### config.mk
export PLATFORM = sky130hd
export DESIGN_NAME = ram_arbiter_flat
export DESIGN_NICKNAME = d
export VERILOG_FILES = /design/src/rtl/mem_pkg.sv /design/src/rtl/ram_bus_if.sv /design/src/rtl/ram_port_if.sv /design/src/rtl/ram_arbiter.sv /design/src/flat_wrapper.sv
export SDC_FILE = /design/constraint.sdc
export NUM_CORES = 1
export LEC_CHECK = 0
export BUFFER_PORTS_ARGS = -buffer_cell sky130_fd_sc_hd__buf_4
export CELL_PAD_IN_SITES_DETAIL_PLACEMENT = 0
export CELL_PAD_IN_SITES_GLOBAL_PLACEMENT = 1
export CORE_MARGIN = 5
export CORE_UTILIZATION = 15
export DETAILED_ROUTE_END_ITERATION = 12
export PLACE_DENSITY_LB_ADDON = 0.1
export RECOVER_POWER = 25
export SLEW_MARGIN = 20
export SYNTH_ARGS = -nofsm -noshare
export SYNTH_HDL_FRONTEND = slang
export SYNTH_SLANG_ARGS = --single-unit
### constraint.sdc
create_clock -name clk -period 1.1 [get_ports clk]
set_clock_uncertainty 0.2 [all_clocks]
set_input_delay 0.165 -clock clk [delete_from_list [all_inputs] [get_ports clk]]
set_output_delay 0.165 -clock clk [all_outputs]
set_load 0.02 [all_outputs]
### src/rtl/mem_pkg.sv
`default_nettype none

package mem_pkg;

    localparam int addr_w    = 12;
    localparam int data_w    = 4;
    localparam int ram_depth = 4096;

    // Who drives the RAM this cycle
    typedef enum logic {
        own_core,
        own_host
    } owner_e;

endpackage

`default_nettype wire

### src/rtl/ram_bus_if.sv
`default_nettype none

interface ram_bus_if import mem_pkg::*; ();

    logic              req;
    logic              we;
    logic [addr_w-1:0] addr;
    logic [data_w-1:0] wdata;
    logic              gnt;
    logic [data_w-1:0] rdata;  // Valid the cycle after gnt

    modport requester (
        output req, we, addr, wdata,
        input  gnt, rdata
    );

    modport arbiter (
        input  req, we, addr, wdata,
        output gnt, rdata
    );

endinterface

`default_nettype wire

### src/rtl/ram_port_if.sv
`default_nettype none

interface ram_port_if import mem_pkg::*; ();

    logic              en;
    logic              we;
    logic [addr_w-1:0] addr;
    logic [data_w-1:0] wdata;
    logic [data_w-1:0] rdata;

    modport arbiter (output en, we, addr, wdata, input rdata);
    modport ram (input en, we, addr, wdata, output rdata);

endinterface

`default_nettype wire

### src/rtl/ram_arbiter.sv
`default_nettype none

module ram_arbiter import mem_pkg::*; (
    input  logic       clk,
    input  logic       rst,
    ram_bus_if.arbiter core,
    ram_bus_if.arbiter host,
    ram_port_if.arbiter ram
);

    owner_e owner;
    owner_e rd_owner;  // Side the RAM output word belongs to

    // Core always wins
    assign owner    = core.req ? own_core : own_host;
    assign core.gnt = core.req;
    assign host.gnt = host.req && !core.req;

    assign ram.en    = core.req || host.req;
    assign ram.we    = (owner == own_core) ? core.we : host.we;
    assign ram.addr  = (owner == own_core) ? core.addr : host.addr;
    assign ram.wdata = (owner == own_core) ? core.wdata : host.wdata;

    always_ff @(posedge clk) begin
        if (rst)
            rd_owner <= own_core;
        else if (ram.en)
            rd_owner <= owner;
    end

    assign core.rdata = (rd_owner == own_core) ? ram.rdata : '0;
    assign host.rdata = (rd_owner == own_host) ? ram.rdata : '0;

endmodule

`default_nettype wire

### src/flat_wrapper.sv
// flat-port wrapper written by rule: the top's interface ports become plain ports
module ram_arbiter_flat import mem_pkg::*;
  (clk, rst, core_req, core_we, core_addr, core_wdata, core_gnt, core_rdata, host_req, host_we, host_addr, host_wdata, host_gnt, host_rdata, ram_en, ram_we, ram_addr, ram_wdata, ram_rdata);
  ram_bus_if core_i ();
  ram_bus_if host_i ();
  ram_port_if ram_i ();
  input  logic clk;
  input  logic rst;
  input wire logic [$bits(core_i.req)-1:0] core_req;
  input wire logic [$bits(core_i.we)-1:0] core_we;
  input wire logic [$bits(core_i.addr)-1:0] core_addr;
  input wire logic [$bits(core_i.wdata)-1:0] core_wdata;
  output wire logic [$bits(core_i.gnt)-1:0] core_gnt;
  output wire logic [$bits(core_i.rdata)-1:0] core_rdata;
  input wire logic [$bits(host_i.req)-1:0] host_req;
  input wire logic [$bits(host_i.we)-1:0] host_we;
  input wire logic [$bits(host_i.addr)-1:0] host_addr;
  input wire logic [$bits(host_i.wdata)-1:0] host_wdata;
  output wire logic [$bits(host_i.gnt)-1:0] host_gnt;
  output wire logic [$bits(host_i.rdata)-1:0] host_rdata;
  output wire logic [$bits(ram_i.en)-1:0] ram_en;
  output wire logic [$bits(ram_i.we)-1:0] ram_we;
  output wire logic [$bits(ram_i.addr)-1:0] ram_addr;
  output wire logic [$bits(ram_i.wdata)-1:0] ram_wdata;
  input wire logic [$bits(ram_i.rdata)-1:0] ram_rdata;
  assign core_i.req = core_req;
  assign core_i.we = core_we;
  assign core_i.addr = core_addr;
  assign core_i.wdata = core_wdata;
  assign core_gnt = core_i.gnt;
  assign core_rdata = core_i.rdata;
  assign host_i.req = host_req;
  assign host_i.we = host_we;
  assign host_i.addr = host_addr;
  assign host_i.wdata = host_wdata;
  assign host_gnt = host_i.gnt;
  assign host_rdata = host_i.rdata;
  assign ram_en = ram_i.en;
  assign ram_we = ram_i.we;
  assign ram_addr = ram_i.addr;
  assign ram_wdata = ram_i.wdata;
  assign ram_i.rdata = ram_rdata;
  ram_arbiter u_core (.clk(clk), .rst(rst), .core(core_i), .host(host_i), .ram(ram_i));
endmodule
==> impl_metrics.toml <==
[pwr]
intPower_mw = 0.3515
p_seq_share_pct = 7.9
power_density_nw_per_um2 = 517.3
fraction_of_power_spent_switching_nets_pct = 34.87
power.combinational.fraction_pct = 92.1
ir_drop_mv = 0.2739
p_switching_mw = 0.1882
pwr-share-clk_pct = 0
fin_total_pwr_mw = 0.5398
total_leakage_power_nw = 0.5655

[cells_and_area]
final_core_utilization_pct = 42.90
largest_reg_flops = 1
reg.largest.list = "u_core.rd_owner x1"
mostFrequentLayoutCell = "sky130_fd_sc_hd__buf_4"
fillerInstances = 238
registers.top_by_ff_count = "u_core.rd_owner"
antennaDiodeCount = 0
most-common-layout-cells = "sky130_fd_sc_hd__buf_4 (48), sky130_fd_sc_hd__buf_6 (18), sky130_fd_sc_hd__mux2_4 (17), sky130_fd_sc_hd__nor2b_1 (5), sky130_fd_sc_hd__and2_1 (4)"
layout.nets = 146
drive_gt1_share_pct = 87.25
finalNonFillerCells = 132
layout-area-overhead-vs-synth_pct = 177.1

[grt]
pin_count_of_the_biggest_net_entering_global_routing = 11
via_count_of_the_first_global_routing_pass = 516
groute.usage.overall_pct = 9.031
grt_pass1_wl_um = 2497
antenna_found_initial = 0
global_route.overflow_total = 0

[yosys]
yosys_warnings = 0
ys_types = 9
syn_avg_cell_area_um2 = 11.41
post_synth_main_area_contributors = "sky130_fd_sc_hd__mux2_4 (68%), sky130_fd_sc_hd__nor2b_1 (8.3%), sky130_fd_sc_hd__and2_1 (6.6%), sky130_fd_sc_hd__buf_6 (6.0%), sky130_fd_sc_hd__dfxtp_1 (5.3%)"
syn_area_um2 = 376.6
mappedNetlistNets = 75
synthesis.instances = 33
synth.yosys.seq_area_share_pct = 5.316
synthDominantCellAreaShare_pct = 67.77
ys_seq_elements = 1
netlist.top_cell.by_area = "sky130_fd_sc_hd__mux2_4"

[cts]
clk_pin_slew_worst_paths_ps = 0
cts_hold_buffers = 0
skew_pair_late_insertion_delay_ps = 0

[placed_design]
port_buffers = 69
placed_cells = 130
gpl.final_weighted_congestion = 0.7171
preCtsSetupSlack_ps = -239.4

[worst_setup_path]
critPathMaxFanout = 5
setup.worst_path.class = "input pin to primary output"
crit_start = "core_req"
critPathArrivalTime_ps = 740
worstSetupEndpointType = "primary output"
reg2reg_setup_slack_ps = 270
cp_data_required_time_ps = 730
start_kind = "input pin"
rr_startpoint = "u_core.rd_owner$_SDFFE_PP0P_"

[sta]
setup_total_negative_slack_ps = -0.8381
report.final.slew_viol_count = 0
hold_violations = 0
final_period_minus_worst_setup_slack_ps = 1101
fin_ws_ps = -0.7375
tightest_slew_ps = 255.2
timing.fmax_mhz = 908.5
setup_violations = 2
grt_setup_unrepaired = "yes"
max_slew_headroom_pct = 83.06
fin_crit_sh_pct = 100.1

[worst_hold_path]
min_path_type = "input pin to register"
hp-start = "rst"

[outcome]
outcome = "finished, violations left"
failing_checks = "setup timing"

[die]
horiz_die_dim_um = 60.11
floorplan.initialDensity_pct = 15.48
die_h_um = 60.11
io_pins = 70
floorplan.core_area_um2 = 2432
placementRows = 18
die_area_um2 = 3613

[drt]
route.antenna.remaining_nets = 0
postRouteWirelength_um = 1796
routed-via-count = 502
vias_per_cell = 3.803
met3_length_um = 203
firstDrtPassIters = 2
drtIter0Drc = 12
wl_met1_um = 481
routed-wl-met2_um = 1111
drc = 0
route.detailed.wl_per_inst_um = 13.61
highest_layer = "met3"

[flow_run]
max-cap-violations = 0
power groups by stage:
stage               Clock (mW)  Combinational [mW]  Sequential, mW
global placement             0               0.438          0.0423
detailed placement           0               0.438          0.0422
CTS                          0               0.500          0.0427
finish                       0               0.497          0.0426
floorplan                    0               0.218          0.0412
global route                 0               0.523          0.0434
layout make-up:
cell class	count	area (um2)	area share [%]
multi-input cells	29	329.1	31.53
flip-flops and latches	1	21.27	2.038
well taps	30	37.54	3.597
repair buffers	72	655.6	62.83
critical path: stages:
cell	delay, ps
sky130_fd_sc_hd__clkbuf_16	140
sky130_fd_sc_hd__mux2_4	300
sky130_fd_sc_hd__buf_6	130
repair_timing:
item / 4_1_cts / 5_1_grt
gates cloned: 1 / 1
gates resized for setup: 25 / 0
endpoints found under the setup margin: 22 / 15
pin swaps: 0 / 0
buffers inserted: 0 / 0
worst paths after layout:
path                                                      to  cells after the start
worst max-delay path                            ram_wdata[0]                      3
worst min-delay path            u_core.rd_owner$_SDFFE_PP0P_                      2
worst max register to register  u_core.rd_owner$_SDFFE_PP0P_                      2
worst min register to register  u_core.rd_owner$_SDFFE_PP0P_                      2
layer usage:
layer | GRT usage, % | up-vias
li1 | - | 253
met1 | 8.850 | 219
met2 | 19.60 | 30
met3 | 1.944 | 0
met4 | 0 | 0
met5 | 0 | -
synthesized netlist by cell type:
master and n:
sky130_fd_sc_hd__or2_2 1, sky130_fd_sc_hd__nor3_1 1, sky130_fd_sc_hd__and2_1 4, sky130_fd_sc_hd__buf_4 1, sky130_fd_sc_hd__dfxtp_1 1, sky130_fd_sc_hd__mux2_4 17, sky130_fd_sc_hd__nor2_1 1, sky130_fd_sc_hd__buf_6 2
sky130_fd_sc_hd__nor2b_1 5
per-stage QoR:
| stage | cell area (um2) | hold WS [ps] |
|---|---|---|
| floorplan | 376.6 | 41.79 |
| global placement | 909.6 | 128.5 |
| detailed placement | 909.6 | 133.9 |
| CTS | 1028 | 122.9 |
| global route | 1044 | 141.2 |
| finish | 1044 | 121.6 |
cell families after synthesis:
logic type | after synthesis | share of synthesized area [%]
buf+inv | 3 | 7.974
flops | 1 | 5.316
mux | 17 | 67.77
simple gates | 12 | 18.93
Note: power is estimated with default switching activity, not from simulation.
