## config.mk

```make
export PLATFORM = sky130hd
export DESIGN_NAME = exec_unit_flat
export DESIGN_NICKNAME = d
export VERILOG_FILES = /design/src/rtl/cpu_pkg.sv /design/src/rtl/mem_pkg.sv /design/src/rtl/ram_bus_if.sv /design/src/rtl/bcd_adder.sv /design/src/rtl/exec_unit.sv /design/src/flat_wrapper.sv
export SDC_FILE = /design/constraint.sdc
export NUM_CORES = 1
export LEC_CHECK = 0
export BUFFER_PORTS_ARGS = -buffer_cell sky130_fd_sc_hd__clkbuf_2
export CELL_PAD_IN_SITES_DETAIL_PLACEMENT = 0
export CELL_PAD_IN_SITES_GLOBAL_PLACEMENT = 1
export CORE_ASPECT_RATIO = 0.75
export CORE_UTILIZATION = 38
export CTS_CLUSTER_SIZE = 8
export DETAILED_ROUTE_END_ITERATION = 10
export PLACE_DENSITY = 0.73
export SETUP_SLACK_MARGIN = 0.15
export SLEW_MARGIN = 20
export SYNTH_ARGS = -nofsm -noshare
export SYNTH_HDL_FRONTEND = slang
export SYNTH_SLANG_ARGS = --single-unit
```

## constraint.sdc

```tcl
create_clock -name clk -period 5.9 [get_ports clk]
set_clock_uncertainty 0.15 [all_clocks]
set_input_delay 1.18 -clock clk [delete_from_list [all_inputs] [get_ports clk]]
set_output_delay 1.18 -clock clk [all_outputs]
set_load 0.02 [all_outputs]
```

## src/rtl/cpu_pkg.sv

```systemverilog
`default_nettype none

package cpu_pkg;

    localparam int instr_w  = 12;
    localparam int nibble_w = 4;
    localparam int index_w  = 12;

    localparam int cycles_per_instr = 7;

    // Bit positions in the flag nibble
    localparam int flag_c = 0;
    localparam int flag_z = 1;
    localparam int flag_d = 2;
    localparam int flag_i = 3;

    typedef enum logic [3:0] {
        op_adc_xh, op_adc_xl, op_adc_yh, op_adc_yl,
        op_adc_rq, op_adc_ri, op_acpx, op_acpy,
        op_ld_ri, op_ld_x, op_ld_y,
        op_set_f, op_rst_f, op_nop
    } op_e;

    typedef enum logic [1:0] {sel_a, sel_b, sel_mx, sel_my} reg_sel_e;

    typedef enum logic [2:0] {
        st_fetch, st_decode, st_rd_req, st_rd_wait,
        st_exec, st_wr_req, st_retire
    } exec_state_e;

endpackage

`default_nettype wire

```

## src/rtl/mem_pkg.sv

```systemverilog
`default_nettype none

package mem_pkg;

    localparam int addr_w    = 12;
    localparam int data_w    = 4;
    localparam int ram_depth = 4096;

    // Who drives the RAM this cycle
    typedef enum logic {
        own_core,
        own_host
    } owner_e;

endpackage

`default_nettype wire

```

## src/rtl/ram_bus_if.sv

```systemverilog
`default_nettype none

interface ram_bus_if import mem_pkg::*; ();

    logic              req;
    logic              we;
    logic [addr_w-1:0] addr;
    logic [data_w-1:0] wdata;
    logic              gnt;
    logic [data_w-1:0] rdata;  // Valid the cycle after gnt

    modport requester (
        output req, we, addr, wdata,
        input  gnt, rdata
    );

    modport arbiter (
        input  req, we, addr, wdata,
        output gnt, rdata
    );

endinterface

`default_nettype wire

```

## src/rtl/bcd_adder.sv

```systemverilog
`default_nettype none

module bcd_adder import cpu_pkg::*; (
    input  logic [nibble_w-1:0] a,
    input  logic [nibble_w-1:0] b,
    input  logic                carry_in,
    input  logic                decimal,
    output logic [nibble_w-1:0] sum,
    output logic                carry_out,
    output logic                zero
);

    logic [nibble_w:0] raw;

    assign raw = a + b + carry_in;

    always_comb begin
        if (decimal && raw >= 5'd10) begin
            // Wrap at ten
            sum       = nibble_w'(raw - 5'd10);
            carry_out = 1'b1;
        end else begin
            sum       = raw[nibble_w-1:0];
            carry_out = raw[nibble_w];
        end
    end

    assign zero = (sum == '0);

endmodule

`default_nettype wire

```

## src/rtl/exec_unit.sv

```systemverilog
`default_nettype none

module exec_unit import cpu_pkg::*; (
    input  logic                clk,
    input  logic                rst,
    input  logic                run,
    output logic [index_w-1:0]  rom_addr,
    input  logic [instr_w-1:0]  rom_data,
    ram_bus_if.requester        mem,
    output logic [nibble_w-1:0] reg_a,
    output logic [nibble_w-1:0] reg_b,
    output logic [index_w-1:0]  reg_x,
    output logic [index_w-1:0]  reg_y,
    output logic [nibble_w-1:0] flags,
    output logic                instr_done
);

    exec_state_e         state;
    logic [index_w-1:0]  pc;
    logic [instr_w-1:0]  ir;
    op_e                 op;
    reg_sel_e            sel1;  // Destination and first operand
    reg_sel_e            sel2;
    logic [nibble_w-1:0] imm;
    logic                add_op;
    logic                index_op;
    logic                need_rd1;
    logic                need_rd2;
    logic                need_wr;
    logic                rd1_q;
    logic                rd2_q;
    logic [nibble_w-1:0] mem1;
    logic [nibble_w-1:0] mem2;
    logic [nibble_w-1:0] val1;
    logic [nibble_w-1:0] val2;
    logic [nibble_w-1:0] idx_nib;
    logic [nibble_w-1:0] sum;
    logic [nibble_w-1:0] res;
    logic                carry_out;
    logic                zero;
    logic [index_w-1:0]  wr_addr;
    logic [nibble_w-1:0] wr_data;

    always_comb begin
        op   = op_nop;
        sel1 = reg_sel_e'(ir[5:4]);
        sel2 = reg_sel_e'(ir[1:0]);
        casez (ir)
            12'hA0?: op = op_adc_xh;
            12'hA1?: op = op_adc_xl;
            12'hA2?: op = op_adc_yh;
            12'hA3?: op = op_adc_yl;
            12'hA9?: begin
                op   = op_adc_rq;
                sel1 = reg_sel_e'(ir[3:2]);
            end
            12'b1100_01??_????: op = op_adc_ri;
            12'b1111_0010_10??: begin
                op   = op_acpx;
                sel1 = sel_mx;
            end
            12'b1111_0010_11??: begin
                op   = op_acpy;
                sel1 = sel_my;
            end
            12'b1110_00??_????: op = op_ld_ri;
            12'hB??: op = op_ld_x;
            12'h8??: op = op_ld_y;
            12'hF4?: op = op_set_f;
            12'hF5?: op = op_rst_f;
            default: op = op_nop;  // Unsupported opcodes retire quietly
        endcase
    end

    assign imm      = ir[3:0];
    assign add_op   = op inside {op_adc_rq, op_adc_ri, op_acpx, op_acpy};
    assign index_op = op inside {op_adc_xh, op_adc_xl, op_adc_yh, op_adc_yl};
    assign need_rd1 = add_op && (sel1 inside {sel_mx, sel_my});
    assign need_rd2 = (op inside {op_adc_rq, op_acpx, op_acpy}) &&
                      (sel2 inside {sel_mx, sel_my}) && (sel2 != sel1);
    assign need_wr  = (add_op || op == op_ld_ri) && (sel1 inside {sel_mx, sel_my});

    // First memory operand in decode, second in rd_req
    assign mem.req   = (state == st_decode && need_rd1) ||
                       (state == st_rd_req && need_rd2) ||
                       (state == st_wr_req && need_wr);
    assign mem.we    = (state == st_wr_req);
    assign mem.wdata = wr_data;
    always_comb begin
        if (state == st_wr_req)
            mem.addr = wr_addr;
        else if (state == st_decode)
            mem.addr = (sel1 == sel_mx) ? reg_x : reg_y;
        else
            mem.addr = (sel2 == sel_mx) ? reg_x : reg_y;
    end

    always_comb begin
        case (sel1)
            sel_a:   val1 = reg_a;
            sel_b:   val1 = reg_b;
            default: val1 = mem1;
        endcase
        case (sel2)
            sel_a:   val2 = reg_a;
            sel_b:   val2 = reg_b;
            default: val2 = (sel2 == sel1) ? mem1 : mem2;  // Same word read once
        endcase
        case (op)
            op_adc_xh: idx_nib = reg_x[7:4];
            op_adc_xl: idx_nib = reg_x[3:0];
            op_adc_yh: idx_nib = reg_y[7:4];
            default:   idx_nib = reg_y[3:0];
        endcase
    end

    bcd_adder u_adder (
        .a         (index_op ? idx_nib : val1),
        .b         ((index_op || op == op_adc_ri) ? imm : val2),
        .carry_in  (flags[flag_c]),
        .decimal   (flags[flag_d] && !index_op),  // Index adds stay binary
        .sum       (sum),
        .carry_out (carry_out),
        .zero      (zero)
    );

    assign res        = (op == op_ld_ri) ? imm : sum;
    assign rom_addr   = pc;
    assign instr_done = (state == st_retire);

    always_ff @(posedge clk) begin
        if (state == st_fetch && run)
            ir <= rom_data;
        if (rd1_q)
            mem1 <= mem.rdata;
        if (rd2_q)
            mem2 <= mem.rdata;
        if (state == st_exec) begin
            wr_addr <= (sel1 == sel_mx) ? reg_x : reg_y;  // Before ACP increment
            wr_data <= res;
        end
    end

    always_ff @(posedge clk) begin
        if (rst) begin
            state <= st_fetch;
            pc    <= '0;
            reg_a <= '0;
            reg_b <= '0;
            reg_x <= '0;
            reg_y <= '0;
            flags <= '0;
            rd1_q <= 1'b0;
            rd2_q <= 1'b0;
        end else begin
            rd1_q <= (state == st_decode) && need_rd1 && mem.gnt;
            rd2_q <= (state == st_rd_req) && need_rd2 && mem.gnt;
            case (state)
                st_fetch:   if (run) state <= st_decode;
                st_decode:  if (!need_rd1 || mem.gnt) state <= st_rd_req;
                st_rd_req:  if (!need_rd2 || mem.gnt) state <= st_rd_wait;
                st_rd_wait: state <= st_exec;
                st_exec:    state <= st_wr_req;
                st_wr_req:  if (!need_wr || mem.gnt) state <= st_retire;
                st_retire: begin
                    state <= st_fetch;
                    pc    <= pc + 1'b1;
                end
                default:    state <= st_fetch;
            endcase
            if (state == st_exec) begin
                if (index_op || add_op) begin
                    flags[flag_c] <= carry_out;
                    flags[flag_z] <= zero;
                end
                case (op)
                    op_adc_xh: reg_x[7:4] <= sum;
                    op_adc_xl: reg_x[3:0] <= sum;
                    op_adc_yh: reg_y[7:4] <= sum;
                    op_adc_yl: reg_y[3:0] <= sum;
                    op_adc_rq, op_adc_ri, op_ld_ri: begin
                        if (sel1 == sel_a)
                            reg_a <= res;
                        if (sel1 == sel_b)
                            reg_b <= res;
                    end
                    op_acpx:  reg_x[7:0] <= reg_x[7:0] + 8'd1;  // XP untouched
                    op_acpy:  reg_y[7:0] <= reg_y[7:0] + 8'd1;
                    op_ld_x:  reg_x[7:0] <= ir[7:0];
                    op_ld_y:  reg_y[7:0] <= ir[7:0];
                    op_set_f: flags <= flags | imm;
                    op_rst_f: flags <= flags & imm;
                    default:  ;
                endcase
            end
        end
    end

endmodule

`default_nettype wire

```

## src/flat_wrapper.sv

```systemverilog
// flat-port wrapper written by rule: the top's interface ports become plain ports
module exec_unit_flat import cpu_pkg::*;
  (clk, rst, run, rom_addr, rom_data, reg_a, reg_b, reg_x, reg_y, flags, instr_done, mem_req, mem_we, mem_addr, mem_wdata, mem_gnt, mem_rdata);
  ram_bus_if mem_i ();
  input  logic clk;
  input  logic rst;
  input  logic run;
  output logic [index_w-1:0] rom_addr;
  input  logic [instr_w-1:0] rom_data;
  output logic [nibble_w-1:0] reg_a;
  output logic [nibble_w-1:0] reg_b;
  output logic [index_w-1:0] reg_x;
  output logic [index_w-1:0] reg_y;
  output logic [nibble_w-1:0] flags;
  output logic instr_done;
  output wire logic [$bits(mem_i.req)-1:0] mem_req;
  output wire logic [$bits(mem_i.we)-1:0] mem_we;
  output wire logic [$bits(mem_i.addr)-1:0] mem_addr;
  output wire logic [$bits(mem_i.wdata)-1:0] mem_wdata;
  input wire logic [$bits(mem_i.gnt)-1:0] mem_gnt;
  input wire logic [$bits(mem_i.rdata)-1:0] mem_rdata;
  assign mem_req = mem_i.req;
  assign mem_we = mem_i.we;
  assign mem_addr = mem_i.addr;
  assign mem_wdata = mem_i.wdata;
  assign mem_i.gnt = mem_gnt;
  assign mem_i.rdata = mem_rdata;
  exec_unit u_core (.clk(clk), .rst(rst), .run(run), .rom_addr(rom_addr), .rom_data(rom_data), .mem(mem_i), .reg_a(reg_a), .reg_b(reg_b), .reg_x(reg_x), .reg_y(reg_y), .flags(flags), .instr_done(instr_done));
endmodule
```

==> impl.org <==
** Clock network
- Number of levels the H-tree was split into :: 3
- Root buffer cell :: clkbuf_16
- TritonCTS created 9 clock buffers.
- Number of clock sinks seen by CTS :: 77
- TritonCTS built the clock tree.
- Number of buffers inserted by hold repair at cts :: 0
- Clk_lat worst skew :: 0.34 ns
- Clock-pin slew reported for the worst setup and hold paths after clock tree synthesis :: 0.06 ns
- Counting along the longest clock path gives a buffer depth of 2.

** Floorplan
- I/O pin cnt :: 87
- Standard-cell row count :: 35
- Placeable core region :: 12,400 µm²
- For this configuration, the core starts out at a cell density of 0.394.
- Overall die height :: 100 µm
- Horizontal extent of the die :: 133 µm
- The floorplan step defined a die boundary enclosing 13,300 µm².

** Power and ir drop
- In this run the power density over the cells is 265 nW/µm².
- Internal power comes to 1.05 mW.
- Maximum ir drop on the vdd rail :: 143 µV
- Share of total power in the clock network :: 0.383
- Switching power summed over all nets :: 0.447 mW
- Gate power share :: 0.210
- Flop pwr share :: 0.407
- Of the total power, the share spent switching nets is 0.299.
- Static leakage :: 2.20 nW

** Worst hold path
- Min-Delay Path Class :: flip-flop to flip-flop

** Detailed routing
- Detailed routing inserted a total of 4,514 vias.
- In this run, the number of DRC markers left after iteration 0 of detailed routing was 343.
- After detailed routing, the number of remaining DRC violations is 0.
- Iteration count of the initial detailed-routing pass :: 5
- Post-detailed-route count of antenna-violating nets :: 0
- The final layout contains routed wiring with a total length of 15,200 µm.
- In the routed layout, each cell is associated on average with a via count of 5.79.
- DR WL/cell :: 19.5 µm

** Global route
- Entering global routing, the biggest net connects 31 pins.
- Met2 GRT Util :: 0.357
- Vias in the first global route :: 4,269
- For met3 alone, demand over resource in global routing was 0.0505.
- Global routing finished with a remaining overflow of 0.
- Number of antenna violations at the first check in global routing :: 0
- The first global-routing pass estimated 24,000 µm of wire.
- For this run, the total global-route usage over all layers was measured as 0.238.
- GRT met1 Usage :: 0.340
- Global-route layer with the greatest usage :: met2

** Yosys
- By area the synthesized netlist is led by edfxtp_1 (20%), dfxtp_1 (18%), nand2_1 (4.0%), a21oi_1 (3.8%), mux2i_1 (3.7%).
- In this run, synthesis inferred 32 flip-flops with an integrated enable.
- For this run, the number of Yosys warnings is 0.
- The share of synthesized area in the top cell type comes to 0.197.
- Proportion of register bits with asynchronous set or reset after synthesis :: 0
- Among all flip-flop cells after synthesis, the most frequent one is dfxtp_1.
- Area leader, netlist :: edfxtp_1
- Number of cells produced by synthesis :: 547
- For this run, the register share of the synthesized area comes to 0.382.
- In this run the cell area of the synthesized design comes to 4880 µm².
- Dividing the synthesized area by the synthesized cell count gives 8.92 µm².
- Count of distinct cell types in the synthesized netlist :: 72
- Synthesis inferred 77 register bits.

** Finish
- The area growth from synthesis to layout is 15.8%.
- Final non-filler cell area :: 5650 µm²
- Most common cell after layout, fill and taps aside :: clkbuf_2
- Fill cells in the final layout number 1,241.
- For this run, the post-layout net count is 638.
- The number of antenna diodes in the final layout is 0.
- Once layout is complete, the utilization of the core stands at 0.456.
- In the layout the commonest cells are clkbuf_2 (74), nand2_1 (52), nor2_1 (47).
- Fraction of layout cells with a size suffix above 1 :: 0.214

** Place
- Buffers placed on the I/O ports in this run total 74.
- Once detailed placement completed, the half-perimeter wirelength came to 11,100 µm.
- Placed standard-cell area :: 5320 µm²
- Timing analysis after detailed placement gives a worst setup slack of 0.626 ns.
- The congestion estimate from routability-driven global placement came to 0.958.

** Worst setup path
- Required arrival time at the worst endpoint :: 5.83 ns
- CP arrival :: 5.24 ns
- Category of the worst setup path launch point :: flip-flop
- WS Path Type :: flip-flop to flip-flop
- Largest fanout on the critical path :: 11
- Crit path capture type :: flip-flop

** STA
- After layout, the minimum clock period comes to 5.30 ns.
- The count of pins over their slew limit is 0.
- Final worst path period share :: 0.899
- For the final routed database, the setup TNS stands at 0 ns.
- Setup violations remaining at the end of the flow were counted as 0.
- For the pin with the worst max-slew slack, the measured transition is 0.806 ns.
- The final hold violation count was 0.
- Worst slew margin relative to its limit :: 0.462
- Once routing completed, OpenROAD measured the worst setup slack at 0.598 ns.
- Setup repair after global routing missed its margin :: false
- Max frequency :: 189 MHz

** Status
- The flow ran to the end, and the final reports show no timing, DRC or antenna violations.

** Run
- Max-cap violations in this run came to 0.
final timing paths:
path,to,startpoint,slack (ns),depth (start not counted)
worst max-delay path,u_core.mem.wdata[1],u_core.ir[6],0.60,15
worst min-delay path,u_core.flags[3],u_core.flags[3],0.35,2
worst max register to register,u_core.mem.wdata[1],u_core.ir[6],0.60,15
worst min register to register,u_core.flags[3],u_core.flags[3],0.35,2
synth_stat cells, types with 9 or more instances:
cell type,count
nand2_1,52
nor2_1,47
dfxtp_1,45
a21oi_1,37
o21ai_0,35
edfxtp_1,32
nand3_1,21
clkbuf_1,18
mux2i_1,18
inv_1,16
a31oi_1,15
buf_4,15
xnor2_1,13
a22oi_1,11
buf_2,9
mux2_2,9
xor2_1,9
state kept, by name, summed over array words and instances (netlist names):
signal,flops
u_core.ir,12
u_core.wr_addr,8
u_core.state,3
u_core.reg_a,4
u_core.rd2_q,1
u_core.reg_b,4
u_core.reg_y,8
u_core.mem2,4
u_core.mem1,4
u_core.rom_addr,12
u_core.reg_x,8
u_core.mem.wdata,4
u_core.rd1_q,1
u_core.flags,4
cells by family (layout without fill, tap and decap cells):
kind of cell	Yosys count	count (layout)	share of synthesized area
xor+xnor	22	22	0.0395
fa+ha+maj	10	10	0.0282
simple gates	197	197	0.220
mux	28	28	0.0623
compound gates	153	153	0.206
other cells	1	12	0.000769
buf+inv	59	114	0.0608
flops	77	77	0.382
per-layer routing:
layer  up-vias  part of all wire
li1       2123                 -
met1      2184              0.49
met2       184              0.43
met3        23             0.064
met4         0             0.015
met5         -                 0
power groups by stage:
stage          clock network (mW)  registers [mW]  logic, mW
6_report                    0.573           0.610      0.314
5_1_grt                     0.607           0.613      0.345
4_1_cts                     0.585           0.611      0.305
3_5_place_dp                    0           0.622      0.303
3_3_place_gp                    0           0.621      0.301
2_1_floorplan                   0           0.598      0.242
cell type report:
| cell class | instances | area (µm²) | area share |
|---|---|---|---|
| multi-input combinational | 422 | 2770 | 0.490 |
| sequential | 77 | 1860 | 0.330 |
| timing repair buffer | 83 | 438 | 0.0775 |
| clock buffer | 12 | 268 | 0.0474 |
| tap | 166 | 208 | 0.0368 |
| inverter | 16 | 60.1 | 0.0106 |
| clock inverter | 3 | 42.5 | 0.00753 |
what timing repair did:
| action | in CTS | in global routing |
|---|---|---|
| endpoints found under the setup margin | 0 | 2 |
| gates resized for setup | 0 | 2 |
| endpoints found under the hold margin | 0 | 0 |
| setup buffers | 0 | 2 |
through the flow:
| step | hold WS (ns) | std cells | total power, mW |
|---|---|---|---|
| floorplan | 0.309 | 558 | 0.840 |
| global placement | 0.338 | 762 | 0.922 |
| detailed placement | 0.341 | 762 | 0.925 |
| CTS | 0.352 | 777 | 1.50 |
| global route | 0.393 | 779 | 1.57 |
| finish | 0.353 | 779 | 1.50 |
worst max-delay path: stages (launching register included):
cell	delay, ns
edfxtp_1	0.59
and4bb_2	0.44
nand4_1	0.32
o211ai_1	0.27
a31oi_1	0.17
a211oi_1	0.58
a31oi_1	0.14
fa_1	0.50
xnor2_1	0.26
inv_1	0.13
ha_1	0.27
o311ai_0	0.13
nand3_1	0.22
or3_1	0.44
a31oi_1	0.35
inv_1	0.07
Note: power is estimated with default switching activity, not from simulation.
